[src/rtl/cpu_config.svh]
`ifndef CPU_CONFIG_SVH
`define CPU_CONFIG_SVH

// bus address width, one full program counter
`define CPU_ADDR_W 16

// bus data width, one instruction word per read
`define CPU_DATA_W 16

// general purpose byte registers
`define CPU_NUM_REGS 4

// high address byte used by OUT writes
`define CPU_OUT_PAGE 8'hFF

`endif

[src/rtl/cpu_pkg.sv]
`include "cpu_config.svh"

package cpu_pkg;

  // one data value, one general register
  typedef logic [7:0] byte_t;

  // full bus address, same width as the program counter
  typedef logic [`CPU_ADDR_W-1:0] addr_t;

  // selects one of the general registers
  typedef logic [$clog2(`CPU_NUM_REGS)-1:0] reg_idx_t;

  // unlisted codes fall through as no operation
  typedef enum logic [3:0] {
    LDI  = 4'h0,
    ADD  = 4'h1,
    SUB  = 4'h2,
    PCHI = 4'h3,
    JLO  = 4'h4,
    JHI  = 4'h5,
    JC   = 4'h6,
    OUT  = 4'h7
  } opcode_e;

  // instruction word layout, msb first
  typedef struct packed {
    opcode_e  op;
    reg_idx_t rd;
    reg_idx_t rs;
    byte_t    imm;
  } instr_t;

endpackage

[src/rtl/cpu_if.sv]
// decoded instruction, handed from decode to execute
interface dec_if;
  import cpu_pkg::*;

  // one cycle strobe in the execute phase
  logic     valid;
  opcode_e  op;
  reg_idx_t rd;
  reg_idx_t rs;
  byte_t    imm;

  modport dec_src (output valid, op, rd, rs, imm);
  modport dec_dst (input valid, op, rd, rs, imm);
endinterface

// write-back and operand reads between execute and register file
interface res_if;
  import cpu_pkg::*;

  // write port
  logic     we;
  reg_idx_t wr_idx;
  byte_t    wr_val;

  // operand read ports, data comes back combinationally
  reg_idx_t rd_a_idx;
  reg_idx_t rd_b_idx;
  byte_t    rd_a;
  byte_t    rd_b;

  modport res_src (
    output we, wr_idx, wr_val, rd_a_idx, rd_b_idx,
    input  rd_a, rd_b
  );
  modport res_dst (
    input  we, wr_idx, wr_val, rd_a_idx, rd_b_idx,
    output rd_a, rd_b
  );
endinterface

[src/rtl/pc.sv]
`include "cpu_config.svh"

module pc (
  input  logic                   clk,
  input  logic                   arst_n,
  input  logic                   advance,
  input  logic                   pchitmp_load,
  input  logic                   local_jump,
  input  logic                   long_jump,
  input  cpu_pkg::byte_t         d,
  output logic [`CPU_ADDR_W-1:0] value
);
  import cpu_pkg::*;

  // high byte staged here until a long jump
  byte_t pc_hi_tmp;
  byte_t pc_lo;
  byte_t pc_hi;

  // temporary filled by PCHI
  always_ff @(posedge clk or negedge arst_n)
  begin
    if (!arst_n)
    begin
      pc_hi_tmp <= '0;
    end
    else if (pchitmp_load)
    begin
      pc_hi_tmp <= d;
    end
  end

  // jumps win over increment, though they never coincide
  always_ff @(posedge clk or negedge arst_n)
  begin
    if (!arst_n)
    begin
      pc_lo <= '0;
      pc_hi <= '0;
    end
    else if (long_jump)
    begin
      pc_lo <= d;
      pc_hi <= pc_hi_tmp;
    end
    else if (local_jump)
    begin
      // high byte untouched
      pc_lo <= d;
    end
    else if (advance)
    begin
      // low byte carries into high byte
      {pc_hi, pc_lo} <= {pc_hi, pc_lo} + 1'b1;
    end
  end

  assign value = {pc_hi, pc_lo};

endmodule

[src/rtl/instr_decode.sv]
`include "cpu_config.svh"

module instr_decode (
  input  logic                   clk,
  input  logic                   arst_n,
  input  logic [`CPU_ADDR_W-1:0] pc_value,
  output logic                   advance,
  output logic                   wb_cyc,
  output logic                   wb_stb,
  output logic                   wb_we,
  output logic [`CPU_ADDR_W-1:0] wb_adr,
  output logic [`CPU_DATA_W-1:0] wb_dat_w,
  input  logic [`CPU_DATA_W-1:0] wb_dat_r,
  input  logic                   wb_ack,
  output cpu_pkg::reg_idx_t      out_idx,
  input  cpu_pkg::byte_t         out_val,
  dec_if.dec_src                 dec
);
  import cpu_pkg::*;

  typedef enum logic [1:0] {
    FETCH,
    EXEC,
    WRITE
  } phase_e;

  phase_e phase;
  instr_t ir;
  // cyc and stb always move together
  logic   bus_cyc;
  logic   fetch_done;
  logic   is_out;

  assign fetch_done = (phase == FETCH) && bus_cyc && wb_ack;
  assign is_out     = (ir.op == OUT);

  // phase sequencer and bus cycle control
  always_ff @(posedge clk or negedge arst_n)
  begin
    if (!arst_n)
    begin
      phase   <= FETCH;
      bus_cyc <= 1'b0;
    end
    else
    begin
      case (phase)
        FETCH:
        begin
          // first cycle after reset or after an OUT write opens the read
          if (!bus_cyc)
          begin
            bus_cyc <= 1'b1;
          end
          else if (wb_ack)
          begin
            bus_cyc <= 1'b0;
            phase   <= EXEC;
          end
        end
        EXEC:
        begin
          phase <= WRITE;
          // OUT opens its write cycle right away
          if (is_out)
          begin
            bus_cyc <= 1'b1;
          end
        end
        WRITE:
        begin
          if (is_out)
          begin
            // hold until the slave takes the data
            if (bus_cyc && wb_ack)
            begin
              bus_cyc <= 1'b0;
              phase   <= FETCH;
            end
          end
          else
          begin
            // pc settles at this edge, so the next read starts at once
            bus_cyc <= 1'b1;
            phase   <= FETCH;
          end
        end
        default:
        begin
          phase   <= FETCH;
          bus_cyc <= 1'b0;
        end
      endcase
    end
  end

  // instruction register, loaded on the fetch ack
  always_ff @(posedge clk)
  begin
    if (fetch_done)
    begin
      ir <= instr_t'(wb_dat_r);
    end
  end

  // pc steps at the edge that ends the ack cycle
  assign advance = fetch_done;

  // bus outputs, stable for the whole cycle
  assign wb_cyc   = bus_cyc;
  assign wb_stb   = bus_cyc;
  assign wb_we    = (phase == WRITE) && is_out;
  assign wb_adr   = (phase == WRITE) ? {`CPU_OUT_PAGE, ir.imm} : pc_value;
  assign wb_dat_w = (phase == WRITE) ? {{(`CPU_DATA_W - 8){1'b0}}, out_val} : '0;

  // OUT sends the rs register
  assign out_idx = ir.rs;

  // fields for execute
  assign dec.valid = (phase == EXEC);
  assign dec.op    = ir.op;
  assign dec.rd    = ir.rd;
  assign dec.rs    = ir.rs;
  assign dec.imm   = ir.imm;

endmodule

[src/rtl/alu_execute.sv]
module alu_execute (
  input  logic           clk,
  input  logic           arst_n,
  dec_if.dec_dst         dec,
  res_if.res_src         res,
  output logic           pchitmp_load,
  output logic           local_jump,
  output logic           long_jump,
  output cpu_pkg::byte_t jump_target
);
  import cpu_pkg::*;

  // bit 8 is carry for ADD, borrow for SUB
  logic [8:0] sum;
  logic       carry;

  // operands come straight from the register file
  assign res.rd_a_idx = dec.rd;
  assign res.rd_b_idx = dec.rs;

  always_comb
  begin
    case (dec.op)
      ADD:     sum = {1'b0, res.rd_a} + {1'b0, res.rd_b};
      SUB:     sum = {1'b0, res.rd_a} - {1'b0, res.rd_b};
      default: sum = {1'b0, dec.imm};
    endcase
  end

  // control strobes, one cycle wide, valid in the write phase
  always_ff @(posedge clk or negedge arst_n)
  begin
    if (!arst_n)
    begin
      res.we       <= 1'b0;
      carry        <= 1'b0;
      pchitmp_load <= 1'b0;
      local_jump   <= 1'b0;
      long_jump    <= 1'b0;
    end
    else
    begin
      res.we       <= 1'b0;
      pchitmp_load <= 1'b0;
      local_jump   <= 1'b0;
      long_jump    <= 1'b0;
      if (dec.valid)
      begin
        case (dec.op)
          LDI:
          begin
            res.we <= 1'b1;
          end
          ADD, SUB:
          begin
            res.we <= 1'b1;
            carry  <= sum[8];
          end
          PCHI:    pchitmp_load <= 1'b1;
          JLO:     local_jump   <= 1'b1;
          JHI:     long_jump    <= 1'b1;
          // taken only with carry from an earlier ADD or SUB
          JC:      long_jump    <= carry;
          default: ;
        endcase
      end
    end
  end

  // write-back data and jump byte
  always_ff @(posedge clk)
  begin
    if (dec.valid)
    begin
      res.wr_idx  <= dec.rd;
      res.wr_val  <= sum[7:0];
      jump_target <= dec.imm;
    end
  end

endmodule

[src/rtl/reg_result.sv]
`include "cpu_config.svh"

module reg_result (
  input  logic              clk,
  input  logic              arst_n,
  res_if.res_dst            res,
  input  cpu_pkg::reg_idx_t out_idx,
  output cpu_pkg::byte_t    out_val
);
  import cpu_pkg::*;

  byte_t regs [`CPU_NUM_REGS];

  // all registers start at zero
  always_ff @(posedge clk or negedge arst_n)
  begin
    if (!arst_n)
    begin
      for (int i = 0; i < `CPU_NUM_REGS; i++)
      begin
        regs[i] <= '0;
      end
    end
    else if (res.we)
    begin
      regs[res.wr_idx] <= res.wr_val;
    end
  end

  // two operand ports for execute
  assign res.rd_a = regs[res.rd_a_idx];
  assign res.rd_b = regs[res.rd_b_idx];

  // third port feeds OUT write data
  assign out_val = regs[out_idx];

endmodule

[src/rtl/cpu_core.sv]
`include "cpu_config.svh"

module cpu_core (
  input  logic                   clk,
  input  logic                   arst_n,
  output logic                   wb_cyc,
  output logic                   wb_stb,
  output logic                   wb_we,
  output logic [`CPU_ADDR_W-1:0] wb_adr,
  output logic [`CPU_DATA_W-1:0] wb_dat_w,
  input  logic [`CPU_DATA_W-1:0] wb_dat_r,
  input  logic                   wb_ack
);
  import cpu_pkg::*;

  // counter controls and value
  logic                   advance;
  logic                   pchitmp_load;
  logic                   local_jump;
  logic                   long_jump;
  byte_t                  jump_target;
  addr_t                  pc_value;

  // OUT data path
  reg_idx_t out_idx;
  byte_t    out_val;

  dec_if dec_bus ();
  res_if res_bus ();

  pc u_pc (
    .clk          (clk),
    .arst_n       (arst_n),
    .advance      (advance),
    .pchitmp_load (pchitmp_load),
    .local_jump   (local_jump),
    .long_jump    (long_jump),
    .d            (jump_target),
    .value        (pc_value)
  );

  instr_decode u_instr_decode (
    .clk      (clk),
    .arst_n   (arst_n),
    .pc_value (pc_value),
    .advance  (advance),
    .wb_cyc   (wb_cyc),
    .wb_stb   (wb_stb),
    .wb_we    (wb_we),
    .wb_adr   (wb_adr),
    .wb_dat_w (wb_dat_w),
    .wb_dat_r (wb_dat_r),
    .wb_ack   (wb_ack),
    .out_idx  (out_idx),
    .out_val  (out_val),
    .dec      (dec_bus.dec_src)
  );

  alu_execute u_alu_execute (
    .clk          (clk),
    .arst_n       (arst_n),
    .dec          (dec_bus.dec_dst),
    .res          (res_bus.res_src),
    .pchitmp_load (pchitmp_load),
    .local_jump   (local_jump),
    .long_jump    (long_jump),
    .jump_target  (jump_target)
  );

  reg_result u_reg_result (
    .clk     (clk),
    .arst_n  (arst_n),
    .res     (res_bus.res_dst),
    .out_idx (out_idx),
    .out_val (out_val)
  );

endmodule

[config.mk]
export PLATFORM = sky130hd
export DESIGN_NAME = cpu_core
export DESIGN_NICKNAME = d
export VERILOG_FILES = /design/src/rtl/cpu_pkg.sv /design/src/rtl/cpu_if.sv /design/src/rtl/pc.sv /design/src/rtl/instr_decode.sv /design/src/rtl/alu_execute.sv /design/src/rtl/reg_result.sv /design/src/rtl/cpu_core.sv
export VERILOG_INCLUDE_DIRS = /design/src /design/src/rtl
export SDC_FILE = /design/constraint.sdc
export NUM_CORES = 1
export LEC_CHECK = 0
export ABC_CLOCK_PERIOD_IN_PS = 6700
export BUFFER_PORTS_ARGS = -buffer_cell sky130_fd_sc_hd__buf_4
export CORE_UTILIZATION = 53
export CTS_CLUSTER_DIAMETER = 120
export DETAILED_ROUTE_END_ITERATION = 6
export PLACE_DENSITY = 0.78
export REMOVE_ABC_BUFFERS = 1
export SLEW_MARGIN = 15
export SYNTH_ARGS = -nofsm -noshare
export SYNTH_HDL_FRONTEND = slang
export SYNTH_HIERARCHICAL = 1
export SYNTH_SLANG_ARGS = --single-unit
[constraint.sdc]
create_clock -name clk -period 6.7 [get_ports clk]
set_input_delay 0.67 -clock clk [delete_from_list [all_inputs] [get_ports clk]]
set_output_delay 0.67 -clock clk [all_outputs]
set_load 0.01 [all_outputs]
; ---- After elaboration in Yosys (flattened, before gate mapping)
; Cells that the tools add are included.
; Widths: inputs -> output; s select.
[totals]
inputBits = 19
register_bits = 98
output_inout_bits = 35
word_cells = 97
[classes]
n_eq_ne = 14
reduce_logical = 15
n_bitwise = 3
order_cmp = 4
addsub = 3
muxes = 37
[op_table]
columns = cell, count
row1 = $mux 8, 12
row2 = $bmux 8 s2, 2
row3 = $bwmux 32, 1
row4 = $pmux 9 s2, 1
row5 = $add 16x1->16 const B, 1
row6 = $demux 8 s2, 1
row7 = $eq 4x3->1 const B, 4
row8 = $mux 16, 1
row9 = $mux 1, 12
row10 = $add 8x8->9, 1
row11 = $ge 3x3->1 const B, 3
row12 = $not 2->3, 3
row13 = $sub 8x8->9, 1
row14 = $eq 4x2->1 const B, 2
row15 = $mux 2, 4
row16 = $pmux 2 s3, 1
row17 = $reduce_and 2->1, 3
row18 = $logic_and 1x1->1, 5
row19 = $eq 4x1->1 const B, 1
row20 = $logic_not 4->1, 1
row21 = $ne 2x1->1 const B, 2
row22 = $ne 2x2->1 const B, 2
row23 = $lt 3x1->1 const B, 1
row24 = $ne 3x3->1 const B, 1
row25 = other kinds (10), 10

; ---- Logic depth before layout (Yosys ltp)
[logic_depth]
word_depth = 6
mapped_depth = 14
mapped_depth_nobuf = 12

; ---- Hierarchy
; The synthesis kept the hierarchy.
[by_module_without_submodules]
columns = mod, cells_each, area_per_inst_um2, seq_area_each_um2, n_inst
row1 = reg_result, 98, 1779.2, 800.8, 1
row2 = alu_execute, 122, 1371.3, 665.6, 1
row3 = pc, 117, 1218.7, 600.6, 1
row4 = instr_decode, 72, 980.9, 555.5, 1

; ---- Worst setup path after synthesis
; No wires, ideal clock.
[synth_path]
path_kind = register -> register
startpoint = register u_instr_decode.ir, in the netlist u_instr_decode/dec.rs[0]
endpoint = register u_alu_execute.carry
arrival_time_ps = 3163
setup_time_ps = 125
slack_ps = 3412
path_buffers = 2
required_time_ps = 6575
stages_incl_launch_ff = 15
period_less_slack_ps = 3288
cell_sequence = edfxtp_1 > buf_4 > buf_2 > mux4_2 > inv_1 > ha_1 > nor3b_1 > nor2_1 > xnor2_1 > ha_1 > o211ai_1 > o21ai_0 > o31ai_2 > xor2_1 > mux2_4
[synth_via]
elab_chain_len = 6
elab_cells_between_ends = 7
[synth_lines]
columns = item, line
row1 = from (decl), instr_decode.sv:28  ; instr_t ir;
row2 = from (signal assigned), instr_decode.sv:102  ; ir <= instr_t'(wb_dat_r);
row3 = $not 2->3 (not written as such) *, reg_result.sv:32  ; assign res.rd_b = regs[res.rd_b_idx];
row4 = $bmux 8 s2 *, reg_result.sv:32
row5 = $mux 8 (not written as such) * (2 in series), reg_result.sv:32
row6 = via res_bus.rd_b[0], cpu_if.sv:29  ; byte_t rd_b;
row7 = $sub 8x8->9 or $add 8x8->9 (tied branches), "alu_execute.sv:25, alu_execute.sv:24"
row8 = $pmux 9 s2 *, alu_execute.sv:23  ; case (dec.op)
row9 = to (signal assigned), alu_execute.sv:57  ; carry <= sum[8];
row10 = to (decl), alu_execute.sv:15  ; logic carry;
; Mark *: on every way through the listed nets, which the timed path passes. The rest lies on a longest branch. The select of a mux whose other input is x is not followed.
; A chain may end at the register's enable or synchronous reset.

; ---- Final worst setup path
; Ends and elaborated chain as after synthesis.

==> results_dict.tcl <==
set metrics [dict create \
    status "finished, final reports clean" \
    start_util_pct 54.7 \
    wire_per_inst_um 17.3 \
    worstSetupPathType "flip-flop to flip-flop" \
    p_int_w 0.00174 \
    grt_pass1_wl_um 16500 \
    finalHoldViolations 0 \
    holdBufCountCts 0 \
    max_freq_ghz 0.254 \
    dp_cells 564 \
    r2r-start "u_instr_decode/dec.rs[0]$_DFFE_PP_" \
    yosysTopAreaCellShare_pct 29.9 \
    area_delta_synth_final_pct 9.56 \
    drt-initial-drc-count 159 \
    syn_avg_cell_area_sq_um 13.1 \
    rows 36 \
    slew_headroom_pct 35.0 \
    start_kind "flip-flop" \
    cts.path.max_buffers 2 \
    dominantRegCellSynth "dfrtp_1" \
    rsz0062_at_grt "no" \
    cts_inserted_buffers 9 \
    p_sw_share_pct 38.9 \
    dp_slack_ns 2.76 \
    synth_most_common_cell "dfrtp_1" \
    synth_cell_types 54 \
    syn_area_sq_um 5350 \
    die_w_um 102 \
    worst_ep_arrival_time_ns 4.19 \
    overflow 0 \
    worst-r2r-cell-count 12 \
    synth_common_cells "dfrtp_1, mux2_2, nand2_1, edfxtp_1, mux4_2" \
    die_area_sq_um 10500 \
    grt_max_degree 65 \
    vias 3282 \
    dp_hpwl_um 7010 \
    fp.coreArea_sq_um 9770 \
    layout.cells.non_filler 580 \
    place.gp.congestion 0.819 \
    die_h_um 102 \
    p_leak_nw 2.42 \
    reg2reg_slack_ns 2.76 \
    synth_edf_count 34 \
    tns_ns 0 \
    crit_required_ns 6.96 \
    synth-seq-cells 98 \
    fin_crit_ns 3.94 \
    drv_cap 0 \
    drive_gt1_share_pct 37.8 \
    synthArstFlopShare_pct 65.3 \
    h-tree-depth 3 \
    yosys_warnings 6 \
    rr_endpoint "u_alu_execute/carry$_DFFE_PN0P_" \
    report.power.total_w 0.00285 \
    cts_sinks 98 \
    grt_pass1_vias 3269 \
    drv_slew 0 \
    skew_ns 0.0126 \
    yosysSeqAreaShare_pct 49.0 \
    min_path_type "input port to async pin" \
    comb_power_share_pct 49.2 \
    worstMarginPinSlew_ns 0.974 \
    cp-end-kind "flip-flop" \
    grt_usage_pct 21.3 \
    clkPwrFrac_pct 12.0 \
    antenna_found_initial 0 \
    cp_max_fo 16 \
    setup_viol 0 \
    critPathCapture "u_alu_execute/carry$_DFFE_PN0P_" \
    clockRootBuffer "clkbuf_8" \
    wl_um 10000 \
    drtAntennaViolNets 0 \
    numPortBuffers 45 \
    utilization_pct 60.0 \
    p_switching_w 0.00111 \
    dr.pass1.iters 4 \
    critPathLaunch "u_instr_decode/dec.rs[0]$_DFFE_PP_" \
    drc_errors 0 \
    layout_setup_ws_ns 2.76 \
    vias_per_cell 5.66 \
    p_per_area_nw_per_um2 487 \
    postCtsSetupBuffers 0 \
    cts_resized 0 \
    synth_area_leader_cell "dfrtp_1" \
    diodes 0 \
    cts_tree "yes" \
    vdd_drop_max_uv 280 \
    boundaryPins 54 \
    power_frac_seq_pct 38.8 \
    path_clk_slew_ns 0.10 \
    synthTopCellsByArea "dfrtp_1, edfxtp_1, mux4_2" \
    period_share_pct 58.7 \
    clkLatencyLatePin_ns 0.36 \
    layout.nets 472 \
    synthCells 409 \
]
==> critical path: stages, from the launching register on <==
cell and delay [ns]:
edfxtp_1 1.00, mux4_2 0.65, inv_1 0.08, ha_1 0.16, nor3b_1 0.37, nor2_1 0.09
xnor2_1 0.15, ha_1 0.34, o211ai_1 0.10, o21ai_0 0.34, o31ai_2 0.11, xor2_1 0.17
mux2_4 0.27
==> logic make-up (layout without fill, tap and decap cells) <==
family                   count (synthesis)  in the layout  synth area share [%]
multiplexers                            77             77                  21.6
other                                    1              8                0.0701
AND/OR/NAND/NOR                        110            110                  12.6
adder cells (fa/ha/maj)                 11             11                  2.71
buffers and inverters                   40             71                  4.49
XOR/XNOR                                27             27                  4.42
AO/OA/AOI/OAI                           45             45                  5.14
flip-flops                              98             98                  49.0
==> worst min path at each step <==
stage	end	cells after the start
3_3_place_gp	u_pc/pc_lo[3]$_DFFE_PN0P_	2
6_report	u_reg_result/regs[21]$_DFFE_PN0P_	1
2_1_floorplan	u_alu_execute/carry$_DFFE_PN0P_	0
4_1_cts	u_alu_execute/res.we$_DFF_PN0_	1
5_1_grt	u_instr_decode/dec.rs[0]$_DFFE_PP_	1
3_5_place_dp	u_pc/pc_lo[6]$_DFFE_PN0P_	2
==> metrics by stage <==
stage	area [sq um]	hold WS, ns
floorplan	5170	0.374
global placement	5690	0.463
detailed placement	5690	0.474
CTS	5860	0.433
global route	5860	0.458
finish	5860	0.413
==> sequential cells by signal (all words and copies together) (netlist names), 2 cells and up <==
signal                     flops
u_alu_execute/res.wr_idx       2
u_alu_execute/jump_target      8
u_pc/pc_hi_tmp                 8
u_instr_decode/dec.op          4
u_pc/pc_hi                     8
u_alu_execute/res.wr_val       8
u_instr_decode/phase           2
u_instr_decode/dec.rs          2
u_pc/pc_lo                     8
u_instr_decode/dec.rd          2
u_instr_decode/dec.imm         8
u_reg_result/regs             32
==> cell usage in the layout (no fill, tap or decap), types with 8 or more instances in the layout <==
master	synthesis	routed
or2_2	9	9
conb_1	1	8
buf_4	15	47
nor2_1	13	13
dfrtp_1	64	64
xnor2_1	14	14
mux4_2	24	24
inv_1	8	8
edfxtp_1	34	34
nand2_1	35	35
mux2_2	46	46
xor2_1	13	13
ha_1	10	10
o21ai_0	18	18
clkbuf_8	0	9
a21oi_1	9	9
and2_2	10	10
==> power groups by stage <==
stage | Sequential [W] | Combinational [W] | Clock (W)
after floorplan | 0.00104 | 0.00107 | 0
after global placement | 0.00110 | 0.00135 | 0
after detailed placement | 0.00112 | 0.00140 | 0
after CTS | 0.00111 | 0.00141 | 0.000350
after global routing | 0.00115 | 0.00154 | 0.000376
final | 0.00111 | 0.00140 | 0.000343
==> cell type report <==
class	instances	area [sq um]
clock inverters	6	43.8
clock buffers	10	128
well taps	133	166
inverters	8	30.0
fillers	761	3910
repair buffers	47	353
multi-input cells	278	2520
flip-flops and latches	98	2620
==> per-layer routing <==
layer | share of wire, % | wire length (um) | vias up | GRT usage, %
li1 | - | - | 1537 | -
met1 | 46 | 4640 | 1627 | 29.8
met2 | 48 | 4780 | 97 | 32.5
met3 | 3.4 | 341 | 21 | 3.15
met4 | 2.8 | 281 | 0 | 10.9
met5 | 0 | 0 | - | 0
Note: power is estimated with default switching activity, not from simulation.
